--- config.mk ---
export PLATFORM = sky130hd
export DESIGN_NAME = dcache_top
export DESIGN_NICKNAME = d
export VERILOG_FILES = /design/src/source/dcache_pkg.sv /design/src/source/dcache_data.sv /design/src/source/dcache_fsm.sv /design/src/source/dcache_lru.sv /design/src/source/dcache_reqbuf.sv /design/src/source/dcache_tagv.sv /design/src/source/dcache_top.sv /design/src/source/dcache_wb_master.sv
export SDC_FILE = /design/constraint.sdc
export NUM_CORES = 2
export LEC_CHECK = 0
export CELL_PAD_IN_SITES_DETAIL_PLACEMENT = 1
export CELL_PAD_IN_SITES_GLOBAL_PLACEMENT = 1
export CORE_ASPECT_RATIO = 1.75
export CORE_UTILIZATION = 49
export CTS_CLUSTER_SIZE = 16
export DETAILED_ROUTE_END_ITERATION = 12
export DONT_BUFFER_PORTS = 1
export PLACE_DENSITY_LB_ADDON = 0.25
export SETUP_SLACK_MARGIN = 0.02
export SYNTH_ARGS = -nofsm -noshare
export SYNTH_HDL_FRONTEND = slang
export SYNTH_HIERARCHICAL = 1
export SYNTH_SLANG_ARGS = --single-unit
--- constraint.sdc ---
create_clock -name clk -period 5.73 [get_ports clk]
set_input_delay 0.573 -clock clk [delete_from_list [all_inputs] [get_ports clk]]
set_output_delay 0.573 -clock clk [all_outputs]
set_load 0.02 [all_outputs]
--- src/source/dcache_pkg.sv ---
package dcache_pkg;

    ////////////////////////////////////////////////////////////
    // geometry

    parameter int index_width  = 4;    // 16 sets
    parameter int offset_width = 2;    // byte within word
    parameter int num_ways     = 2;
    parameter int tag_width    = 32 - index_width - offset_width;
    parameter int uncached_bit = 31;

    ////////////////////////////////////////////////////////////
    // encodings

    typedef enum logic [1:0] {
        op_init_tag    = 2'd0,
        op_inval_index = 2'd1,
        op_inval_hit   = 2'd2
    } cache_op_t;

    typedef enum logic [2:0] {
        st_idle,
        st_lookup,
        st_miss_r_wait,
        st_miss_r_fill,
        st_miss_w,
        st_hit_w,
        st_operation,
        st_flush
    } fsm_state_t;

endpackage

--- src/source/dcache_data.sv ---
module dcache_data #(
    parameter int index_width = dcache_pkg::index_width
) (
    input  logic                              clk,
    input  logic [index_width-1:0]            index,
    input  logic [dcache_pkg::num_ways-1:0]   we,
    input  logic                              replace,
    input  logic [3:0]                        wstrb,
    input  logic [31:0]                       wdata,
    input  logic [31:0]                       refill_data,
    input  logic                              rd_way,
    output logic [31:0]                       rdata
);
    import dcache_pkg::*;

    localparam int sets = 2 ** index_width;

    logic [31:0] mem [num_ways][sets];

    always_ff @(posedge clk) begin
        for (int w = 0; w < num_ways; w++) begin
            if (we[w]) begin
                if (replace) begin
                    mem[w][index] <= refill_data;   // whole line
                end else begin
                    for (int b = 0; b < 4; b++) begin
                        if (wstrb[b])
                            mem[w][index][8*b +: 8] <= wdata[8*b +: 8];
                    end
                end
            end
        end
    end

    assign rdata = mem[rd_way][index];

endmodule

--- src/source/dcache_fsm.sv ---
module dcache_fsm (
    input  logic                               clk,
    input  logic                               rstn,
    input  logic                               req_valid,
    input  logic                               req_op,
    input  logic                               flush,
    input  logic [dcache_pkg::num_ways-1:0]    hit,
    input  logic                               buf_we_req,
    input  logic                               buf_uncached,
    input  dcache_pkg::cache_op_t              buf_opcode,
    input  logic                               buf_index_way,
    input  logic                               victim_way,
    input  logic                               addr_ok,
    input  logic                               data_ok,
    output logic                               req_ready,
    output logic                               buf_we,
    output logic                               resp_valid,
    output logic                               resp_sel_refill,
    output logic                               resp_way,
    output logic                               op_done,
    output logic                               mem_req,
    output logic                               mem_wr,
    output logic [dcache_pkg::num_ways-1:0]    data_we,
    output logic                               replace,
    output logic [dcache_pkg::num_ways-1:0]    tagv_inval,
    output logic                               tagv_init,
    output logic                               use0,
    output logic                               use1,
    output logic [31:0]                        hit_count,
    output logic [31:0]                        miss_count
);
    import dcache_pkg::*;

    fsm_state_t state;
    fsm_state_t next_state;
    fsm_state_t accept_state;
    logic       miss;
    logic       hit_inc;
    logic       miss_inc;

    assign miss   = ~(|hit) | buf_uncached;
    assign buf_we = req_ready;

    // where a request taken this cycle goes
    assign accept_state = !req_valid ? st_idle : (req_op ? st_operation : st_lookup);

    always_ff @(posedge clk) begin
        if (!rstn) begin
            state      <= st_idle;
            hit_count  <= '0;
            miss_count <= '0;
        end else begin
            state <= next_state;
            if (hit_inc)
                hit_count <= hit_count + 32'd1;
            if (miss_inc)
                miss_count <= miss_count + 32'd1;
        end
    end

    ////////////////////////////////////////////////////////////
    // next state

    always_comb begin
        next_state = state;
        case (state)
            st_idle: next_state = accept_state;
            st_lookup: begin
                if (flush)
                    next_state = st_flush;
                else if (buf_we_req)
                    next_state = miss ? st_miss_w : st_hit_w;
                else if (miss)
                    next_state = st_miss_r_wait;
                else
                    next_state = accept_state;
            end
            st_miss_r_wait: if (data_ok) next_state = st_miss_r_fill;
            st_miss_r_fill: next_state = accept_state;
            st_miss_w, st_hit_w: if (addr_ok) next_state = accept_state;
            st_operation, st_flush: next_state = flush ? st_flush : accept_state;
            default: next_state = st_idle;
        endcase
    end

    ////////////////////////////////////////////////////////////
    // outputs

    always_comb begin
        req_ready       = 1'b0;
        resp_valid      = 1'b0;
        resp_sel_refill = 1'b0;
        resp_way        = ~hit[0];
        op_done         = 1'b0;
        mem_req         = 1'b0;
        mem_wr          = 1'b0;
        data_we         = '0;
        replace         = 1'b0;
        tagv_inval      = '0;
        tagv_init       = 1'b0;
        use0            = 1'b0;
        use1            = 1'b0;
        hit_inc         = 1'b0;
        miss_inc        = 1'b0;
        case (state)
            st_idle, st_flush: req_ready = 1'b1;
            st_lookup: begin
                if (flush) begin
                    req_ready = 1'b1;   // request dropped
                end else begin
                    hit_inc  = ~miss;
                    miss_inc = miss;
                    if (buf_uncached)
                        tagv_inval = hit;   // strongly-ordered never keeps a line
                    if (buf_we_req || miss) begin
                        mem_req = 1'b1;
                        mem_wr  = buf_we_req;
                    end
                    if (!miss) begin
                        use0 = hit[0];
                        use1 = hit[1];
                        if (buf_we_req) begin
                            data_we = hit;   // write-through, update hit way
                        end else begin
                            resp_valid = 1'b1;
                            req_ready  = 1'b1;
                        end
                    end
                end
            end
            st_miss_r_wait: mem_req = 1'b1;
            st_miss_r_fill: begin
                req_ready       = 1'b1;
                resp_valid      = 1'b1;
                resp_sel_refill = 1'b1;
                if (!buf_uncached) begin
                    replace             = 1'b1;
                    data_we[victim_way] = 1'b1;
                    use0                = ~victim_way;
                    use1                = victim_way;
                end
            end
            st_miss_w, st_hit_w: begin
                mem_req   = 1'b1;
                mem_wr    = 1'b1;
                req_ready = addr_ok;   // stall until bus takes it
            end
            st_operation: begin
                req_ready = 1'b1;
                op_done   = 1'b1;
                if (!flush) begin
                    case (buf_opcode)
                        op_init_tag:    tagv_init = 1'b1;
                        op_inval_index: tagv_inval[buf_index_way] = 1'b1;
                        op_inval_hit:   tagv_inval = hit;
                        default: ;
                    endcase
                end
            end
            default: ;
        endcase
    end

    a_data_we_onehot: assert property (@(posedge clk) disable iff (!rstn)
        $onehot0(data_we));

    a_mem_req_state: assert property (@(posedge clk) disable iff (!rstn)
        $rose(mem_req) |-> state == st_lookup);

endmodule

--- src/source/dcache_lru.sv ---
module dcache_lru #(
    parameter int index_width = dcache_pkg::index_width
) (
    input  logic                    clk,
    input  logic                    rstn,
    input  logic [index_width-1:0]  index,
    input  logic                    use0,
    input  logic                    use1,
    output logic                    victim_way
);
    localparam int sets = 2 ** index_width;

    logic [sets-1:0] lru;   // 1 means way 1 is older

    always_ff @(posedge clk) begin
        if (!rstn)
            lru <= '0;
        else if (use0)
            lru[index] <= 1'b1;
        else if (use1)
            lru[index] <= 1'b0;
    end

    assign victim_way = lru[index];

endmodule

--- src/source/dcache_reqbuf.sv ---
module dcache_reqbuf #(
    parameter int index_width = dcache_pkg::index_width,
    parameter int tag_width   = dcache_pkg::tag_width
) (
    input  logic                       clk,
    input  logic                       rstn,
    input  logic                       load,
    input  logic [31:0]                req_addr,
    input  logic                       req_we,
    input  logic [31:0]                req_wdata,
    input  logic [3:0]                 req_wstrb,
    input  dcache_pkg::cache_op_t      req_opcode,
    output logic [31:0]                buf_addr,
    output logic                       buf_we_req,
    output logic [3:0]                 buf_wstrb,
    output logic [31:0]                buf_wdata,
    output dcache_pkg::cache_op_t      buf_opcode,
    output logic [tag_width-1:0]       buf_tag,
    output logic [index_width-1:0]     buf_index,
    output logic                       buf_uncached,
    output logic                       buf_index_way
);
    import dcache_pkg::*;

    always_ff @(posedge clk) begin
        if (!rstn)
            buf_we_req <= 1'b0;
        else if (load)
            buf_we_req <= req_we;
    end

    always_ff @(posedge clk) begin
        if (load) begin
            buf_addr   <= req_addr;
            buf_wdata  <= req_wdata;
            buf_wstrb  <= req_wstrb;
            buf_opcode <= req_opcode;
        end
    end

    // uncached alias drops bit 31 so it hits the cached line
    assign buf_tag       = {1'b0, buf_addr[uncached_bit-1:offset_width+index_width]};
    assign buf_index     = buf_addr[offset_width +: index_width];
    assign buf_uncached  = buf_addr[uncached_bit];
    assign buf_index_way = buf_addr[0];   // way select for cache ops

endmodule

--- src/source/dcache_tagv.sv ---
module dcache_tagv #(
    parameter int index_width = dcache_pkg::index_width,
    parameter int tag_width   = dcache_pkg::tag_width
) (
    input  logic                              clk,
    input  logic                              rstn,
    input  logic [index_width-1:0]            index,
    input  logic [tag_width-1:0]              tag,
    input  logic [dcache_pkg::num_ways-1:0]   fill_we,
    input  logic [dcache_pkg::num_ways-1:0]   inval,
    input  logic                              init,
    input  logic                              init_way,
    output logic [dcache_pkg::num_ways-1:0]   hit
);
    import dcache_pkg::*;

    localparam int sets = 2 ** index_width;

    logic [tag_width-1:0] tag_mem [num_ways][sets];
    logic [sets-1:0]      valid   [num_ways];

    always_ff @(posedge clk) begin
        if (!rstn) begin
            for (int w = 0; w < num_ways; w++)
                valid[w] <= '0;
        end else begin
            for (int w = 0; w < num_ways; w++) begin
                if (init && init_way == w)
                    valid[w][index] <= 1'b0;
                else if (inval[w])
                    valid[w][index] <= 1'b0;
                else if (fill_we[w])
                    valid[w][index] <= 1'b1;
            end
        end
    end

    always_ff @(posedge clk) begin
        for (int w = 0; w < num_ways; w++) begin
            if (init && init_way == w)
                tag_mem[w][index] <= '0;
            else if (fill_we[w])
                tag_mem[w][index] <= tag;
        end
    end

    // compare on the registered index
    always_comb begin
        for (int w = 0; w < num_ways; w++)
            hit[w] = valid[w][index] && (tag_mem[w][index] == tag);
    end

endmodule

--- src/source/dcache_top.sv ---
module dcache_top #(
    parameter int index_width = dcache_pkg::index_width
) (
    input  logic                   clk,
    input  logic                   rstn,
    input  logic                   req_valid,
    output logic                   req_ready,
    input  logic                   req_we,
    input  logic [31:0]            req_addr,
    input  logic [31:0]            req_wdata,
    input  logic [3:0]             req_wstrb,
    input  logic                   req_op,
    input  dcache_pkg::cache_op_t  req_opcode,
    output logic                   resp_valid,
    output logic [31:0]            resp_rdata,
    output logic                   op_done,
    input  logic                   flush,
    output logic [31:0]            hit_count,
    output logic [31:0]            miss_count,
    output logic                   wb_cyc,
    output logic                   wb_stb,
    output logic                   wb_we,
    output logic [31:0]            wb_adr,
    output logic [31:0]            wb_dat_w,
    output logic [3:0]             wb_sel,
    input  logic [31:0]            wb_rdata,
    input  logic                   wb_ack
);
    import dcache_pkg::*;

    localparam int tag_w = 32 - index_width - offset_width;

    logic [31:0]            buf_addr;
    logic                   buf_we_req;
    logic [3:0]             buf_wstrb;
    logic [31:0]            buf_wdata;
    cache_op_t              buf_opcode;
    logic [tag_w-1:0]       buf_tag;
    logic [index_width-1:0] buf_index;
    logic                   buf_uncached;
    logic                   buf_index_way;
    logic                   buf_we;
    logic [num_ways-1:0]    hit;
    logic [num_ways-1:0]    data_we;
    logic [num_ways-1:0]    tagv_inval;
    logic                   tagv_init;
    logic                   replace;
    logic                   use0;
    logic                   use1;
    logic                   victim_way;
    logic                   resp_sel_refill;
    logic                   resp_way;
    logic                   mem_req;
    logic                   mem_wr;
    logic                   addr_ok;
    logic                   data_ok;
    logic [31:0]            mem_rdata;
    logic [31:0]            data_rdata;

    assign resp_rdata = resp_sel_refill ? mem_rdata : data_rdata;

    dcache_fsm i_fsm (
        .clk, .rstn, .req_valid, .req_op, .flush, .hit, .buf_we_req, .buf_uncached,
        .buf_opcode, .buf_index_way, .victim_way, .addr_ok, .data_ok, .req_ready, .buf_we,
        .resp_valid, .resp_sel_refill, .resp_way, .op_done, .mem_req, .mem_wr, .data_we,
        .replace, .tagv_inval, .tagv_init, .use0, .use1, .hit_count, .miss_count
    );

    dcache_reqbuf #(.index_width(index_width), .tag_width(tag_w)) i_reqbuf (
        .clk, .rstn, .load(buf_we), .req_addr, .req_we, .req_wdata, .req_wstrb, .req_opcode,
        .buf_addr, .buf_we_req, .buf_wstrb, .buf_wdata, .buf_opcode, .buf_tag, .buf_index,
        .buf_uncached, .buf_index_way
    );

    dcache_tagv #(.index_width(index_width), .tag_width(tag_w)) i_tagv (
        .clk, .rstn, .index(buf_index), .tag(buf_tag), .fill_we(data_we), .inval(tagv_inval),
        .init(tagv_init), .init_way(buf_index_way), .hit
    );

    dcache_data #(.index_width(index_width)) i_data (
        .clk, .index(buf_index), .we(data_we), .replace, .wstrb(buf_wstrb), .wdata(buf_wdata),
        .refill_data(mem_rdata), .rd_way(resp_way), .rdata(data_rdata)
    );

    dcache_lru #(.index_width(index_width)) i_lru (
        .clk, .rstn, .index(buf_index), .use0, .use1, .victim_way
    );

    dcache_wb_master i_wb_master (
        .clk, .rstn, .mem_req, .mem_wr, .addr(buf_addr), .wdata(buf_wdata), .wstrb(buf_wstrb),
        .addr_ok, .data_ok, .mem_rdata, .wb_cyc, .wb_stb, .wb_we, .wb_adr, .wb_dat_w, .wb_sel,
        .wb_rdata, .wb_ack
    );

endmodule

--- src/source/dcache_wb_master.sv ---
module dcache_wb_master (
    input  logic        clk,
    input  logic        rstn,
    input  logic        mem_req,
    input  logic        mem_wr,
    input  logic [31:0] addr,
    input  logic [31:0] wdata,
    input  logic [3:0]  wstrb,
    output logic        addr_ok,
    output logic        data_ok,
    output logic [31:0] mem_rdata,
    output logic        wb_cyc,
    output logic        wb_stb,
    output logic        wb_we,
    output logic [31:0] wb_adr,
    output logic [31:0] wb_dat_w,
    output logic [3:0]  wb_sel,
    input  logic [31:0] wb_rdata,
    input  logic        wb_ack
);
    import dcache_pkg::*;

    logic start;
    logic done;

    assign start = mem_req & ~wb_cyc;
    assign done  = wb_cyc & wb_ack;

    always_ff @(posedge clk) begin
        if (!rstn) begin
            wb_cyc <= 1'b0;
            wb_stb <= 1'b0;
            wb_we  <= 1'b0;
        end else if (done) begin
            wb_cyc <= 1'b0;   // earliest restart is next edge
            wb_stb <= 1'b0;
        end else if (start) begin
            wb_cyc <= 1'b1;
            wb_stb <= 1'b1;
            wb_we  <= mem_wr;
        end
    end

    always_ff @(posedge clk) begin
        if (start) begin
            wb_adr   <= {addr[31:offset_width], {offset_width{1'b0}}};
            wb_dat_w <= wdata;
            wb_sel   <= mem_wr ? wstrb : 4'hf;   // reads fetch the whole word
        end
        if (done && !wb_we)
            mem_rdata <= wb_rdata;
    end

    assign addr_ok = done & wb_we;
    assign data_ok = done & ~wb_we;

    a_stb_cyc: assert property (@(posedge clk) disable iff (!rstn)
        wb_stb |-> wb_cyc);

    a_hold_until_ack: assert property (@(posedge clk) disable iff (!rstn)
        wb_cyc && !wb_ack |=> wb_cyc && $stable(wb_adr) && $stable(wb_we));

endmodule

==> reports/metrics.csv <==
stage,metric,value,unit
timing,# setup viols final,34,
grt,first-pass GRT wire length,496.9,mm
routing,Antenna Violating Nets Remaining,0,
finish,Layout Area Growth over Synthesis,17.61,%
worst_setup_path,RR Endpoint,i_data/mem[0][243],
clocking,clk slew on worst S/H paths,60,ps
timing,max-slew violations,0,
timing,Final Hold Fails,0,
clocking,total CTS buffers,207,
placed_design,routability congestion estimate,0.8850,
worst_setup_path,crit start category,flip-flop,
timing,post-layout min period,6746,ps
routing,DR WL met3,18.67,mm
grt,initial antenna violation count,16,
floorplan,Die ar.,0.2154,mm²
placed_design,placed wire-length estimate,232.2,mm
clocking,H-Tree Depth,4,
routing,# DRC,0,
placed_design,placed insts,10170,
worst_setup_path,origin of the worst setup path,i_reqbuf/buf_addr[3],
routing,Met1 Wirelength,115.9,mm
pwr,VDD IR-drop max,0.4962,mV
pwr,register share of total power,40.8,%
pwr,P_sw,16.08,mW
synth,Post-Syn Instances,7257,
synth,synthesized area,0.1046,mm²
pwr,power density over cell area,375.9,mW/mm²
routing,DRT Pass-1 Iters,5,
finish,final net count,7833,
timing,period utilisation layout,117.7,%
routing,Total Wirelength,350.8,mm
pwr,Comb pwr share,29.1,%
outcome,failing checks,setup timing,
pwr,Leak,43.31,nW
worst_setup_path,FF-to-FF path depth,22,
synth,yosys warns,6,
timing,Final Hold Slack,107.9,ps
routing,drt wl/cell,32.74,µm
worst_setup_path,Reg-to-Reg Start,i_reqbuf/buf_addr[3],
grt,total track usage,31.96,%
synth,Mapped Avg Cell Area,14.41,µm²
clocking,clk root buf,clkbuf_16,
worst_setup_path,CP max FO,19,
clocking,clk sink count,2141,
timing,skew final,71.77,ps
timing,fmax,0.1482,GHz
grt,largest net degree at the start of global routing,121,
clocking,Clock Tree Buf Depth,4,
grt,vias in the first global route,72640,
hold_path,HP Class,in2reg,
floorplan,chip height,613.2,µm
worst_setup_path,crit path DAT,6170,ps
timing,RSZ-0062 raised after global routing,true,
routing,initial drt markers,5366,
floorplan,I/O pin total,279,
pwr,clock power share,30.1,%
clocking,TritonCTS clock tree,built,
timing,setup ws final,-1016,ps
finish,share of cells above drive strength 1,34.22,%
pwr,Switching Fraction,34.78,%
clocking,Clock Latency Late Sink,890,ps
timing,worst slew pin tran,1426,ps
worst_setup_path,CP Capture Point,resp_rdata[18],
routing,met2 routed WL,186.6,mm
floorplan,Cell Rows,224,
grt,total grt overflow,0,
placed_design,PortBufs,0,
routing,uppermost layer routed,met5,
pwr,Int Power,30.15,mW
finish,fin cells,10720,
finish,fillers,19880,
floorplan,starting density of the core,49.23,%
placed_design,dpl ws,-461.7,ps
worst_setup_path,Setup crit end kind,primary output,
floorplan,Die Span X,351.2,µm
floorplan,core footprint,0.2124,mm²
routing,Vias/cell,6.248,
routing,DR vias,66940,
worst_setup_path,Setup CP Type,reg2out,
outcome,run status,finished with violations,
timing,Slew HR,4.858,%
worst_setup_path,worst reg2reg setup slack,20,ps
worst_setup_path,CP Data Required Time,5160,ps
flow_run,max cap viols,0,
[worst min-delay path by stage]
stage / cells past startpoint / slack, ps / start / to
6_report: 3 / 110 / req_op / i_fsm/state[0]
5_1_grt: 3 / 70 / req_op / i_fsm/state[0]
4_1_cts: 3 / 40 / req_op / i_fsm/state[0]
3_5_place_dp: 0 / 440 / i_reqbuf/buf_wdata[26] / i_wb_master/wb_dat_w[26]
3_3_place_gp: 0 / 440 / i_reqbuf/buf_wdata[28] / i_wb_master/wb_dat_w[28]
2_1_floorplan: 0 / 430 / i_reqbuf/buf_addr[10] / i_wb_master/wb_adr[10]
[timing repair]
action | CTS | global route
endpoints found under the hold margin | 203 | 0
cloned | 6 | 6
endpoints found under the setup margin | 678 | 798
hold buffers | 105 | 0
pin swaps | 20 | 26
setup buffers | 19 | 35
resized for setup | 137 | 188
[state kept, by name, indices dropped and copies added, names as in the netlist, named ones only]
signal / count
i_wb_master/wb_adr: 30
i_wb_master/mem_rdata: 32
i_reqbuf/buf_opcode: 2
i_wb_master/wb_we: 1
i_reqbuf/buf_we_req: 1
i_fsm/hit_count: 32
i_tagv/tag_mem: 832
i_fsm/miss_count: 32
i_reqbuf/buf_wstrb: 4
i_reqbuf/buf_wdata: 32
i_reqbuf/buf_addr: 31
i_data/mem: 1024
i_wb_master/wb_sel: 4
i_fsm/state: 3
i_tagv/valid: 32
i_wb_master/wb_stb: 1
i_wb_master/wb_dat_w: 32
[per-layer routing]
layer	up-vias	global-route usage (%)
li1	28510	-
met1	34840	32.44
met2	2562	58.33
met3	1027	4.753
met4	8	24.48
met5	-	0
[layout by cell type, fill, tap and decap left out, drive strengths merged, types with 44 or more instances in the layout]
master / instances
a21oi: 44
xor2: 45
clkbuf: 264
mux4: 181
buf: 851
xnor2: 55
o31ai: 45
o21ai: 86
inv: 44
o22ai: 268
and2: 602
nor3: 423
mux2: 1062
dfxtp: 86
nor2: 313
nand2: 209
edfxtp: 2055
dlygate4sd3: 104
mux2i: 651
clkinv: 76
[critical path, cell delays in order (launching register included)]
cell	delay, ps
edfxtp_1	410
buf_12	170
buf_12	170
buf_4	150
buf_4	290
mux2i_1	150
a22oi_1	440
o21ai_0	260
xnor2_1	530
a31oi_1	290
nor4_4	320
buf_6	200
inv_16	80
buf_16	230
buf_12	160
mux2i_2	200
o22ai_2	140
or3_1	420
o31ai_2	110
nor3_1	130
mux2_4	330
[cell type report]
cell class / count / area [µm²] / share of cell area (%)
Clock buffer: 258 / 5477 / 4.452
Timing Repair Buffer: 963 / 10050 / 8.168
Multi-Input combinational cell: 4362 / 39170 / 31.84
Antenna cell: 11 / 27.53 / 0.02238
Sequential cell: 2141 / 63430 / 51.57
Tap cell: 2825 / 3535 / 2.874
Clock inverter: 111 / 1139 / 0.9256
Inverter: 44 / 181.4 / 0.1475
[metrics by stage]
stage | util [%] | cell area [µm²] | power [mW] | TNS [ps]
2_1_floorplan | - | 104600 | 25.65 | 0
3_3_place_gp | 53.15 | 112900 | 31.15 | -22070
3_5_place_dp | 53.15 | 112900 | 31.45 | -51600
4_1_cts | 57.26 | 121700 | 45.80 | -23070
5_1_grt | 57.89 | 123000 | 47.22 | -32500
6_report | 57.90 | 123000 | 46.23 | -30460
[power by group through the flow]
stage | sequential [mW] | clock, mW | combinational [mW]
after global routing | 18.9 | 14.6 | 13.7
after detailed placement | 19.2 | 0 | 12.3
final | 18.9 | 13.9 | 13.5
after floorplan | 18.8 | 0 | 6.84
after global placement | 19.2 | 0 | 12.0
after CTS | 18.9 | 14.1 | 12.8
No activity file was read; power rests on OpenSTA's default activity.
